**config.mk**
```make
export PLATFORM = sky130hd
export DESIGN_NAME = valu_result_stage
export DESIGN_NICKNAME = d
export VERILOG_FILES = /design/src/source/valu_pkg.sv /design/src/source/valu_result_stage.sv
export SDC_FILE = /design/constraint.sdc
export NUM_CORES = 1
export LEC_CHECK = 0
export BUFFER_PORTS_ARGS = -buffer_cell sky130_fd_sc_hd__buf_2
export CAP_MARGIN = 10
export CORE_MARGIN = 2
export CORE_UTILIZATION = 30
export CTS_BUF_LIST = sky130_fd_sc_hd__clkbuf_16
export DETAILED_ROUTE_END_ITERATION = 7
export PLACE_DENSITY_LB_ADDON = 0.1
export REMOVE_ABC_BUFFERS = 1
export SYNTH_ARGS = -nofsm -noshare
export SYNTH_HDL_FRONTEND = slang
export SYNTH_SLANG_ARGS = --single-unit
```
**constraint.sdc**
```tcl
create_clock -name clk -period 0.8 [get_ports clk]
set_clock_uncertainty 0.1 [all_clocks]
set_input_delay 0 -clock clk [delete_from_list [all_inputs] [get_ports clk]]
set_output_delay 0 -clock clk [all_outputs]
set_load 0.02 [all_outputs]
```
**src/source/valu_pkg.sv**
```systemverilog
`default_nettype none

package valu_pkg;

	// Operand and result width, fixed by the instruction encoding
	localparam int DATA_W = 64;

	// Bit 0 is the MSB, lane 0 sits at the left
	typedef logic [0:DATA_W-1] vec_t;

	// Major opcodes, instruction bits 0:5
	typedef enum logic [5:0] {
		LOAD      = 6'b100000,
		STORE     = 6'b100001,
		BRANCH_EZ = 6'b100010,
		BRANCH_NZ = 6'b100011,
		R_ALU     = 6'b101010,
		NOP       = 6'b111100
	} op_code_e;

	// R-type function codes, instruction bits 26:31
	// Shift, divide and square codes only decode, to a zero result
	typedef enum logic [5:0] {
		VNOP = 6'd0, VAND = 6'd1, VOR = 6'd2, VXOR = 6'd3, VNOT = 6'd4,
		VMOV = 6'd5, VADD = 6'd6, VSUB = 6'd7, VMULEU = 6'd8, VMULOU = 6'd9,
		VSLL = 6'd10, VSRL = 6'd11, VSRA = 6'd12, VRTTH = 6'd13, VDIV = 6'd14,
		VMOD = 6'd15, VSQEU = 6'd16, VSQOU = 6'd17, VSQRT = 6'd18
	} r_func_e;

	// Lane width, WW field
	typedef enum logic [1:0] {
		W8  = 2'b00,
		W16 = 2'b01,
		W32 = 2'b10,
		W64 = 2'b11
	} lane_w_e;

	// Which execution unit supplies the result
	typedef enum logic [1:0] {
		UNIT_LOGIC  = 2'd0,
		UNIT_ADDSUB = 2'd1,
		UNIT_MUL    = 2'd2,
		UNIT_ZERO   = 2'd3
	} unit_sel_e;

	// Incoming request, 142 bits
	typedef struct packed {
		op_code_e op_code;
		r_func_e  r_func;
		lane_w_e  lane_w;
		vec_t     ra;
		vec_t     rb;
	} valu_req_t;

	// Registered bundle from the controller
	typedef struct packed {
		unit_sel_e unit;
		r_func_e   r_func;
		lane_w_e   lane_w;
		vec_t      ra;
		vec_t      rb;
	} valu_issue_t;

endpackage

`default_nettype wire

```
**src/source/valu_result_stage.sv**
```systemverilog
`default_nettype none

module valu_result_stage
	import valu_pkg::*;
(
	input  logic      clk,
	input  logic      rst,
	input  logic      issue_valid,
	input  unit_sel_e unit,
	input  vec_t      logic_res,
	input  vec_t      addsub_res,
	input  vec_t      mul_res,
	output logic      res_valid,
	output vec_t      res
);

	vec_t sel_res;

	// Unit select
	always_comb begin
		case (unit)
			UNIT_LOGIC:  sel_res = logic_res;
			UNIT_ADDSUB: sel_res = addsub_res;
			UNIT_MUL:    sel_res = mul_res;
			default:     sel_res = '0;
		endcase
	end

	// Output register, res holds between results
	always_ff @(posedge clk) begin
		if (rst) begin
			res_valid <= 1'b0;
			res       <= '0;
		end else begin
			res_valid <= issue_valid;
			if (issue_valid) begin
				res <= sel_res;
			end
		end
	end

endmodule

`default_nettype wire

```
After elaboration in Yosys (flattened, before gate mapping). Index checks and enable logic that the tools add are counted.

Register bits after elaboration: 65. Bits in latches: 0. RAM bits: 0. Memory bits (read-only): 0. Input bits: 197. Output and inout bits: 65. Logic and storage cells: 6. Memories kept: 0.

Add/subtract/negate cells: 0. Multiply operators: 0. Divide/modulo/power cells: 0. $lt $le $gt $ge: 0. Equality and inequality tests: 2. Shift operators: 0. Multiplexer cells: 1. Bitwise operators: 0. Reduce and logical (&&, ||, !) cells: 1.

Operator list (count): $pmux W64 S3 (1); $eq A2 B1 Y1 const B (1); $eq A2 B2 Y1 const B (1); $logic_not A2 Y1 (1).

Depth between registers and ports, before layout. Gate-level depths: netlist (run 1).

Depth in word-level cells: 2. Mapped depth: 5. Depth with buffers taken out: 3.

Worst setup path after synthesis (run 1). OpenSTA, ideal clock, no wires.

Path type: input to register. Start point: input port unit[0]. End point: register res[10]. Library setup time: 0.141 ns. Arrival: 0.692 ns. Data required time: 0.559 ns. Path slack: -0.133 ns. Cell stages on the path: 5. Path buffers: 2. Cells stage by stage: nand2b_1 buf_4 buf_6 a211oi_2 nor3_2.

Word-level cells in the longest chain between the ends: 2. Elaborated cells between the ends (all ways): 4. Classes of those cells: eq/ne: 2; mux: 1; reduce/logical: 1.

Ends and longest elaborated chain: start: declaration (line valu_result_stage.sv:9) `input unit_sel_e unit,`; $eq A2 B2 Y1, or another cell as far along (line valu_result_stage.sv:21) `case (unit)`; $pmux W64 S3 * (line valu_result_stage.sv:21); end signal: assignment (line valu_result_stage.sv:37) `res <= sel_res;`; end: declaration (line valu_result_stage.sv:14) `output vec_t res`.

Mark *: on every way between the ends. The rest lies on a longest branch, timed or not. A chain may end at the register's enable or synchronous reset.

Worst setup path in the final report (run 1).
Start point: register res[20]. End point: output port res[20].

No word-level cell between the ends.

==> results of run 1 <==
==> final timing paths <==
check	endpoint	slack, ns	start	cells past startpoint
hold / removal	res[8]	-0.12	mul_res[8]	3
setup reg to reg	res[45]	0.02	res[45]	2
setup / recovery	res[20]	-0.11	res[20]	1
hold reg to reg	res[24]	0.44	res[24]	2
==> state kept, by name, summed over array words and instances (netlist names) <==
| register | flops |
|---|---|
| res | 64 |
| res_valid | 1 |
==> metrics by stage <==
step / hold slack (ns) / instances / setup slack (ns) / total power [mW]
after detailed placement: 0.218 / 861 / -0.338 / 6.35
after global placement: 0.213 / 861 / -0.315 / 6.32
after floorplan: -0.0303 / 388 / -1.76 / 4.94
after CTS: -0.136 / 877 / -0.117 / 10.3
final: -0.117 / 882 / -0.108 / 10.4
after global routing: -0.120 / 882 / -0.138 / 10.9
==> placed cells by master (no fill, tap or decap), drive strengths merged <==
cell and count:
inv 2, dfxtp 65, nor3 64, clkinv 5
a211oi 64, clkbuf 13, buf 294, nor2b 129
nand2b 1, nand2 1, o22ai 64
==> worst min-delay path, cell delays in order <==
cell and delay [ns]:
buf_2 0.09, a211oi_2 0.06, nor3_2 0.12
==> report_power, final <==
group	total [mW]	internal, mW	leakage, nW	switching [mW]
clock	3.46	2.03	0.136	1.43
combinational	3.15	1.64	2.18	1.51
sequential	3.75	3.55	0.559	0.200
==> final cells by class <==
type                       count  area (sq um)  share of cell area [%]
clock inverter                 7          30.0                   0.432
timing repair buffer         298          2230                    32.2
tap                          180           225                    3.24
clock buffer                   9           225                    3.24
sequential                    65          1380                    19.9
multi-input combinational    323          2850                    41.0
==> what timing repair did <==
item	in CTS	in global routing
setup buffers	0	1
resized for setup	195	36
hold endpoints to repair	64	64
setup endpoints to repair	65	95
pin swaps	0	10
gates cloned	0	4
==> metal layers <==
metal | global-route usage [%] | share of wire [%] | vias to the layer above | routed length, um
li1 | - | - | 2109 | -
met1 | 21.2 | 43 | 2002 | 6130
met2 | 29.6 | 49 | 147 | 7020
met3 | 4.29 | 6.7 | 12 | 954
met4 | 5.89 | 1.3 | 0 | 189
met5 | 0 | 0 | - | 0
==> kinds of logic after synthesis <==
logic type | after synthesis | share of synthesized area (%)
simple gates | 195 | 34.0
compound gates | 128 | 27.9
flops | 65 | 30.7
buf+inv | 48 | 7.49
==> metrics.cfg, run 1 <==
[outcome]
status=finished with violations
violations=hold timing, setup timing

[global_route]
grtUsageTotal_pct=17.3
grt_pass1_vias=4201
antenna_found_initial=0
grt_start_max_net_pins=39
grt_overflow_total=0
grt_first_pass_wirelength_um=20400

[clocking]
clock_tree.buffer_depth=2
cts_tree=yes
cts_htree_levels=3
cts_root_buf=clkbuf_16
path_clk_slew_ns=0.06
numCtsBuffers=9
clock_sinks=65
clk_latency_ns=0.32

[sta]
fin_crit_sh_pct=113
setup_viol=65
slew_headroom_pct=74.1
whs_ns=-0.117
min_period_ns=0.908
max_freq_mhz=1100
rsz0062_at_grt=yes
finalMaxSlewViolations=0
tightest_slew_ns=0.388
setup_tns_ns=-5.25
fin_ws_ns=-0.108
hold_viol=64

[setup_path]
path_class=reg2out
crit_slowest_cell=dfxtp_2
crit_arrival_ns=0.81
worst-path-max-fanout=2
crit_buf_inv=1
path_cells=buf_6
startpoint_type=register
crit_path_max_incr_delay_ns=0.36
critical_path.top_delay_family=flip-flops
cp-end-kind=output port
required_ns=0.70

[logic_synthesis]
netlist_instances=436
synth.top_cell.area_share_pct=30.7
ys_types=14
synth.largest_area_cell=dfxtp_1
syn_area_sq_um=4240
synth_common_cells=nor2b_1 (129), dfxtp_1 (65), o22ai_1 (64)
synth.area.top_cells=dfxtp_1 (31%), nor2b_1 (19%), a211oi_2 (18%), nor3_2 (14%), o22ai_1 (9.4%)
ys_warn_count=0
synth_seq_area_share_pct=30.7
yosysMostFrequentCell=nor2b_1
async_flop_share_pct=0
synth_edf_count=0
ys.flop_type=dfxtp_1
synth-seq-cells=65
syn_area_per_cell_sq_um=9.73

[power_and_ir_drop]
p_per_area_nw_per_um2=1490
ir_worst_vdd_mv=0.787
p_leak_nw=2.87

[placed_design]
gp_congestion=0.747
place_area_sq_um=5860
place_hpwl_um=9700
port_buffers=261

[floorplan]
die_h_um=123
initial_core_util_pct=30.7
core-area_sq_um=13800
pin_count=262
rows=43
die_x_um=123
die-area_sq_um=15100

[drt]
drt_pass1_iterations=4
drtAntennaViolNets=0
wl_um=14300
vias_per_cell=4.84
wl_per_cell_um=16.2
remaining_drc_errors=0
drtIter0Drc=82
via_count=4270

[finish]
nNetsFinal=894
drive_gt1_share_pct=73.9
postLayoutCoreUtil_pct=50.2
syn2layout_area_growth_pct=63.8
fillers=1318
stdcell_area_sq_um=6940
antenna_cells=0

[hold_path]
hp-class=in2reg

[flow_run]
maxCapViolations=0

(Power assumes the default switching activity.)
==> inputs of run 2 (changes only) <==
--- a/config.mk
+++ b/config.mk
@@ -7,9 +7,8 @@
 export LEC_CHECK = 0
 export BUFFER_PORTS_ARGS = -buffer_cell sky130_fd_sc_hd__buf_2
 export CAP_MARGIN = 10
-export CORE_MARGIN = 2
 export CORE_UTILIZATION = 30
-export CTS_BUF_LIST = sky130_fd_sc_hd__clkbuf_16
+export CTS_BUF_LIST = sky130_fd_sc_hd__clkbuf_2 sky130_fd_sc_hd__clkbuf_4 sky130_fd_sc_hd__clkbuf_8
 export DETAILED_ROUTE_END_ITERATION = 7
 export PLACE_DENSITY_LB_ADDON = 0.1
 export REMOVE_ABC_BUFFERS = 1
==> run 2 against run 1 <==
  * The run still ends with hold timing, setup timing left
  * Via count rose by 7.8%
  * Hold slack got worse by 0.014 ns
  * Critical path type unchanged
  * Wire length rose by 6.3%
  * Die area fell by 3.2%
  * Utilization rose by 5.6 points
  * Sequential share of layout area fell by 2.0 points
  * Cell count rose by 8.3%
  * Sequential power barely moved
  * Critical path depth did not move
  * Combinational power rose by 11%
==> metrics.cfg, run 2 (synthesis gave the netlist of run 1 again) <==
[outcome]
status=finished with violations
violations=hold timing, setup timing

[placed_design]
gp_congestion=0.776
port_buffers=261
place_area_sq_um=5860
place_hpwl_um=10200
place_ws_ns=-0.321

[sta]
whs_ns=-0.131
hold_viol=59
rsz0062_at_grt=yes
slew_headroom_pct=80.8
fin_ws_ns=-0.128
finalMaxSlewViolations=0
setup_tns_ns=-7.60
min_period_ns=0.928
fin_crit_sh_pct=116
setup_viol=77
tightest_slew_ns=0.288
max_freq_mhz=1080

[drt]
drtIter0Drc=145
wl_per_cell_um=15.9
vias_per_cell=4.82
drt_pass1_iterations=4
via_count=4603
wl_um=15200
remaining_drc_errors=0
drtAntennaViolNets=0

[power_and_ir_drop]
ir_worst_vdd_mv=0.621
sw_frac_of_total_pct=31.7
internal_power_mw=6.68
clockPowerShare_pct=25.9
p_per_area_nw_per_um2=1270
combPwrFrac_pct=35.8
p_leak_nw=3.28
p_switching_mw=3.10
pwr-share-seq_pct=38.3

[global_route]
antenna_found_initial=1
grt_first_pass_wirelength_um=23200
grt_overflow_total=0
grt_start_max_net_pins=44
grt_pass1_vias=4792
grtUsageTotal_pct=20.4

[flow_run]
maxCapViolations=0

[finish]
fillers=1246
drive_gt1_share_pct=68.5
layout_commonest_cell=buf_2
syn2layout_area_growth_pct=81.9
nNetsFinal=966
largest_register_ffs=64
stdcell_area_sq_um=7710
regMostFlops=res
postLayoutCoreUtil_pct=55.8
largestRegisters=res: 64 flops, res_valid: 1 flops
mostFrequentLayoutCells=buf_2 (174), nor2b_1 (118), dlygate4sd3_1 (73)

[clocking]
clk_latency_ns=0.35
cts_tree=yes
clock_tree.buffer_depth=2
clock_sinks=65
numCtsBuffers=9
postCtsHoldBufs=93
cts_htree_levels=3
cts_root_buf=clkbuf_8
path_clk_slew_ns=0.08

[setup_path]
crit_slowest_cell=dfxtp_2
path_cells=buf_6
crit_arrival_ns=0.83
worst-path-max-fanout=2
cp-end-kind=output port
critical_path.top_delay_family=flip-flops
startpoint_type=register
crit_buf_inv=1
path_class=reg2out
reg2reg_slack_ns=-0.05
reg2reg_depth=3
required_ns=0.70
worstReg2RegStart=res[28]
rr_endpoint=res[28]
crit_path_max_incr_delay_ns=0.36

[floorplan]
die-area_sq_um=14600
rows=43
initial_core_util_pct=30.7
core-area_sq_um=13800
die_h_um=121
pin_count=262
die_x_um=121

[hold_path]
min_path_cells=3
min_from=mul_res[38]
min_to=res[38]
hp-class=in2reg

## run 2: changes by cell type in the layout (fill, tap and decap cells not counted), moves of 11 or more
cell | previous run | this run
a211oi_2 | 50 | 62
buf_2 | 194 | 174
clkbuf_16 | 13 | 0
dlygate4sd3_1 | 0 | 73
dlymetal6s4s_1 | 0 | 17
nor2b_1 | 129 | 118
## run 2: layout make-up
type	count	area (sq um)	area share, %
Clock buffer	12	146	1.90
Tap cell	180	225	2.92
Antenna cell	1	2.50	0.0324
Timing Repair Buffer	370	3030	39.3
Sequential cell	65	1380	17.9
Clock inverter	4	20.0	0.260
Multi-Input combinational cell	323	2910	37.7
## run 2: worst max-delay path by stage
stage | startpoint | endpoint | slack [ns] | depth (start not counted)
global placement | unit[0] | res[8] | -0.29 | 6
detailed placement | unit[0] | res[55] | -0.32 | 6
floorplan | unit[0] | res[59] | -1.76 | 3
CTS | res[24] | res[24] | -0.15 | 1
finish | res[39] | res[39] | -0.13 | 1
global route | res[39] | res[39] | -0.17 | 1
## run 2: through the flow
step	instances	total power, mW
final	955	9.78
after global routing	955	10.3
after detailed placement	861	6.37
after CTS	974	9.75
after floorplan	388	4.94
after global placement	861	6.32
## run 2: power groups by stage
stage	Clock [mW]	Sequential [mW]	Combinational, mW
after CTS	2.67	3.72	3.37
after floorplan	0	3.98	0.957
after detailed placement	0	3.68	2.69
final	2.54	3.74	3.50
after global placement	0	3.68	2.65
after global routing	2.80	3.77	3.75
## run 2: timing repair
action                                  in CTS  in global routing
pin swaps                                    0                 95
gates resized for setup                    199                 70
endpoints found under the hold margin       65                 53
endpoints found under the setup margin      65                123
buffers inserted                             4                  3
## run 2: metal layers
metal / vias to the layer above / track usage [%] / routed length, um
li1: 2260 / - / -
met1: 2170 / 22.9 / 6210
met2: 157 / 36.3 / 7680
met3: 16 / 5.78 / 1070
met4: 0 / 7.87 / 230
met5: - / 0 / 0
==> inputs of run 3 (changes only) <==
==> constraint.sdc (replaced) <==
create_clock -name clk -period 1 [get_ports clk]
set_clock_uncertainty 0.1 [all_clocks]
set_input_delay 0.05 -clock clk [delete_from_list [all_inputs] [get_ports clk]]
set_output_delay 0.05 -clock clk [all_outputs]
set_load 0.02 [all_outputs]
==> run 3 against run 2 <==
  * The run now ends clean
  * Sequential share of layout area hardly changed
  * Die area stayed put
  * Critical endpoint is now res[47]
  * Highest routed layer unchanged
  * Register-to-register slack better by 0.15 ns
  * Via count is 3.2% higher
  * Wire length is 0.46% lower
  * Clock power is 21% lower
  * Largest power group unchanged
  * Critical path type unchanged
  * Global-route usage is 0.058 points higher
  * Non-clock buffer count is 46 higher
==> metrics.cfg, run 3 (synthesis gave the netlist of run 1 again) <==
[outcome]
status=finished clean

[sta]
slew_headroom_pct=70.8
finalMaxSlewViolations=0
max_freq_mhz=1030
rsz0062_at_grt=yes
tightest_slew_ns=0.438
fin_ws_ns=0.0247
hold_viol=0
fin_crit_sh_pct=97.5
setup_tns_ns=0
whs_ns=0.0161
setup_viol=0
min_period_ns=0.975

[drt]
drtAntennaViolNets=0
wl_um=15100
vias_per_cell=4.76
via_count=4748
drtIter0Drc=151
remaining_drc_errors=0
drt_pass1_iterations=4
wl_per_cell_um=15.2

[global_route]
grt_overflow_total=0
grt_pass1_vias=4887
grt_first_pass_wirelength_um=23500
grtUsageTotal_pct=20.5
antenna_found_initial=0
grt_start_max_net_pins=44

[floorplan]
rows=43
die-area_sq_um=14600
core-area_sq_um=13800
die_h_um=121
pin_count=262
die_x_um=121
initial_core_util_pct=30.7

[finish]
layout_commonest_cell=buf_2
fin_cells=998
drive_gt1_share_pct=60.6
nNetsFinal=1012
fillers=1215
largest_register_ffs=64
syn2layout_area_growth_pct=81.9
mostFrequentLayoutCells=buf_2 (194), nor2b_1 (129), dlygate4sd3_1 (121)
antenna_cells=0
stdcell_area_sq_um=7710
register_area_sq_um=1380
postLayoutCoreUtil_pct=55.8
multi_input_area_sq_um=2630
regMostFlops=res
largestRegisters=res: 64 flops, res_valid: 1 flops

[setup_path]
startpoint=res[47]
startpoint_type=register
critical_path.top_delay_family=flip-flops
path_class=reg2out
path_cells=buf_6
rr_endpoint=res[33]
required_ns=0.85
cp-end-kind=output port
cp.depth=1
worstReg2RegStart=res[33]
worst-path-max-fanout=2
crit_path_max_incr_delay_ns=0.34
reg2reg_depth=3
cp-endpoint=res[47]
crit_arrival_ns=0.83
crit_slowest_cell=dfxtp_2
reg2reg_slack_ns=0.10
crit_buf_inv=1

[placed_design]
gp_congestion=0.799
place_ws_ns=-0.161
placedCellCount=861
port_buffers=261
place_area_sq_um=5850
place_hpwl_um=9780

[power_and_ir_drop]
p_per_area_nw_per_um2=1000
p_leak_nw=3.20
combPwrFrac_pct=35.5
power_mw=7.72
sw_frac_of_total_pct=30.9
internal_power_mw=5.33
pwr-share-seq_pct=38.5
ir_worst_vdd_mv=0.662
clockPowerShare_pct=25.9
p_switching_mw=2.38

[clocking]
path_clk_slew_ns=0.08
clock_sinks=65
numCtsBuffers=9
clk_latency_ns=0.36
cts_tree=yes
clock_tree.buffer_depth=2
cts_root_buf=clkbuf_8
cts_htree_levels=3

[hold_path]
hp-class=in2reg

[flow_run]
maxCapViolations=0

run 3: worst reg2reg max path, delay by kind of cell, from the launching register on:
family                 cells  cell delay [ns]
buffers and inverters      1             0.13
flip-flops                 1             0.33
AO/OA/AOI/OAI              1             0.18
AND/OR/NAND/NOR            1             0.05
run 3: final cells by class:
cell class                 count  area share [%]
timing repair buffer         416            43.0
clock inverter                 1          0.0649
sequential                    65            17.9
multi-input combinational    323            34.1
tap                          180            2.92
clock buffer                  13            2.00
run 3: power by group through the flow:
stage / sequential [mW] / combinational (mW) / clock [mW]
finish: 2.97 / 2.74 / 2.00
CTS: 2.96 / 2.71 / 2.10
floorplan: 3.19 / 0.765 / 0
detailed placement: 2.94 / 2.13 / 0
global route: 3.00 / 2.94 / 2.18
global placement: 2.94 / 2.11 / 0
run 3: metal layers:
metal,global-route usage (%),wire (um),vias up
met3,5.36,987,21
met5,0,0,-
met2,38.0,7790,168
li1,-,-,2354
met1,22.0,6070,2205
met4,7.56,281,0
run 3: worst min-delay path by stage:
stage                  startpoint  slack, ns       to  cells after the start
floorplan                     rst       0.02   res[0]                      1
CTS                 logic_res[45]     0.0005  res[45]                      4
detailed placement    mul_res[34]       0.27  res[34]                      3
global placement      mul_res[55]       0.26  res[55]                      3
global route                  rst       0.02  res[47]                      3
finish                        rst       0.02  res[47]                      3
run 3: timing repair:
action | CTS | global route
resized for setup | 175 | 17
buffers inserted | 1 | 1
pin swaps | 0 | 0
endpoints found under the hold margin | 64 | 0
setup endpoints to repair | 64 | 27
hold buffers | 121 | 0
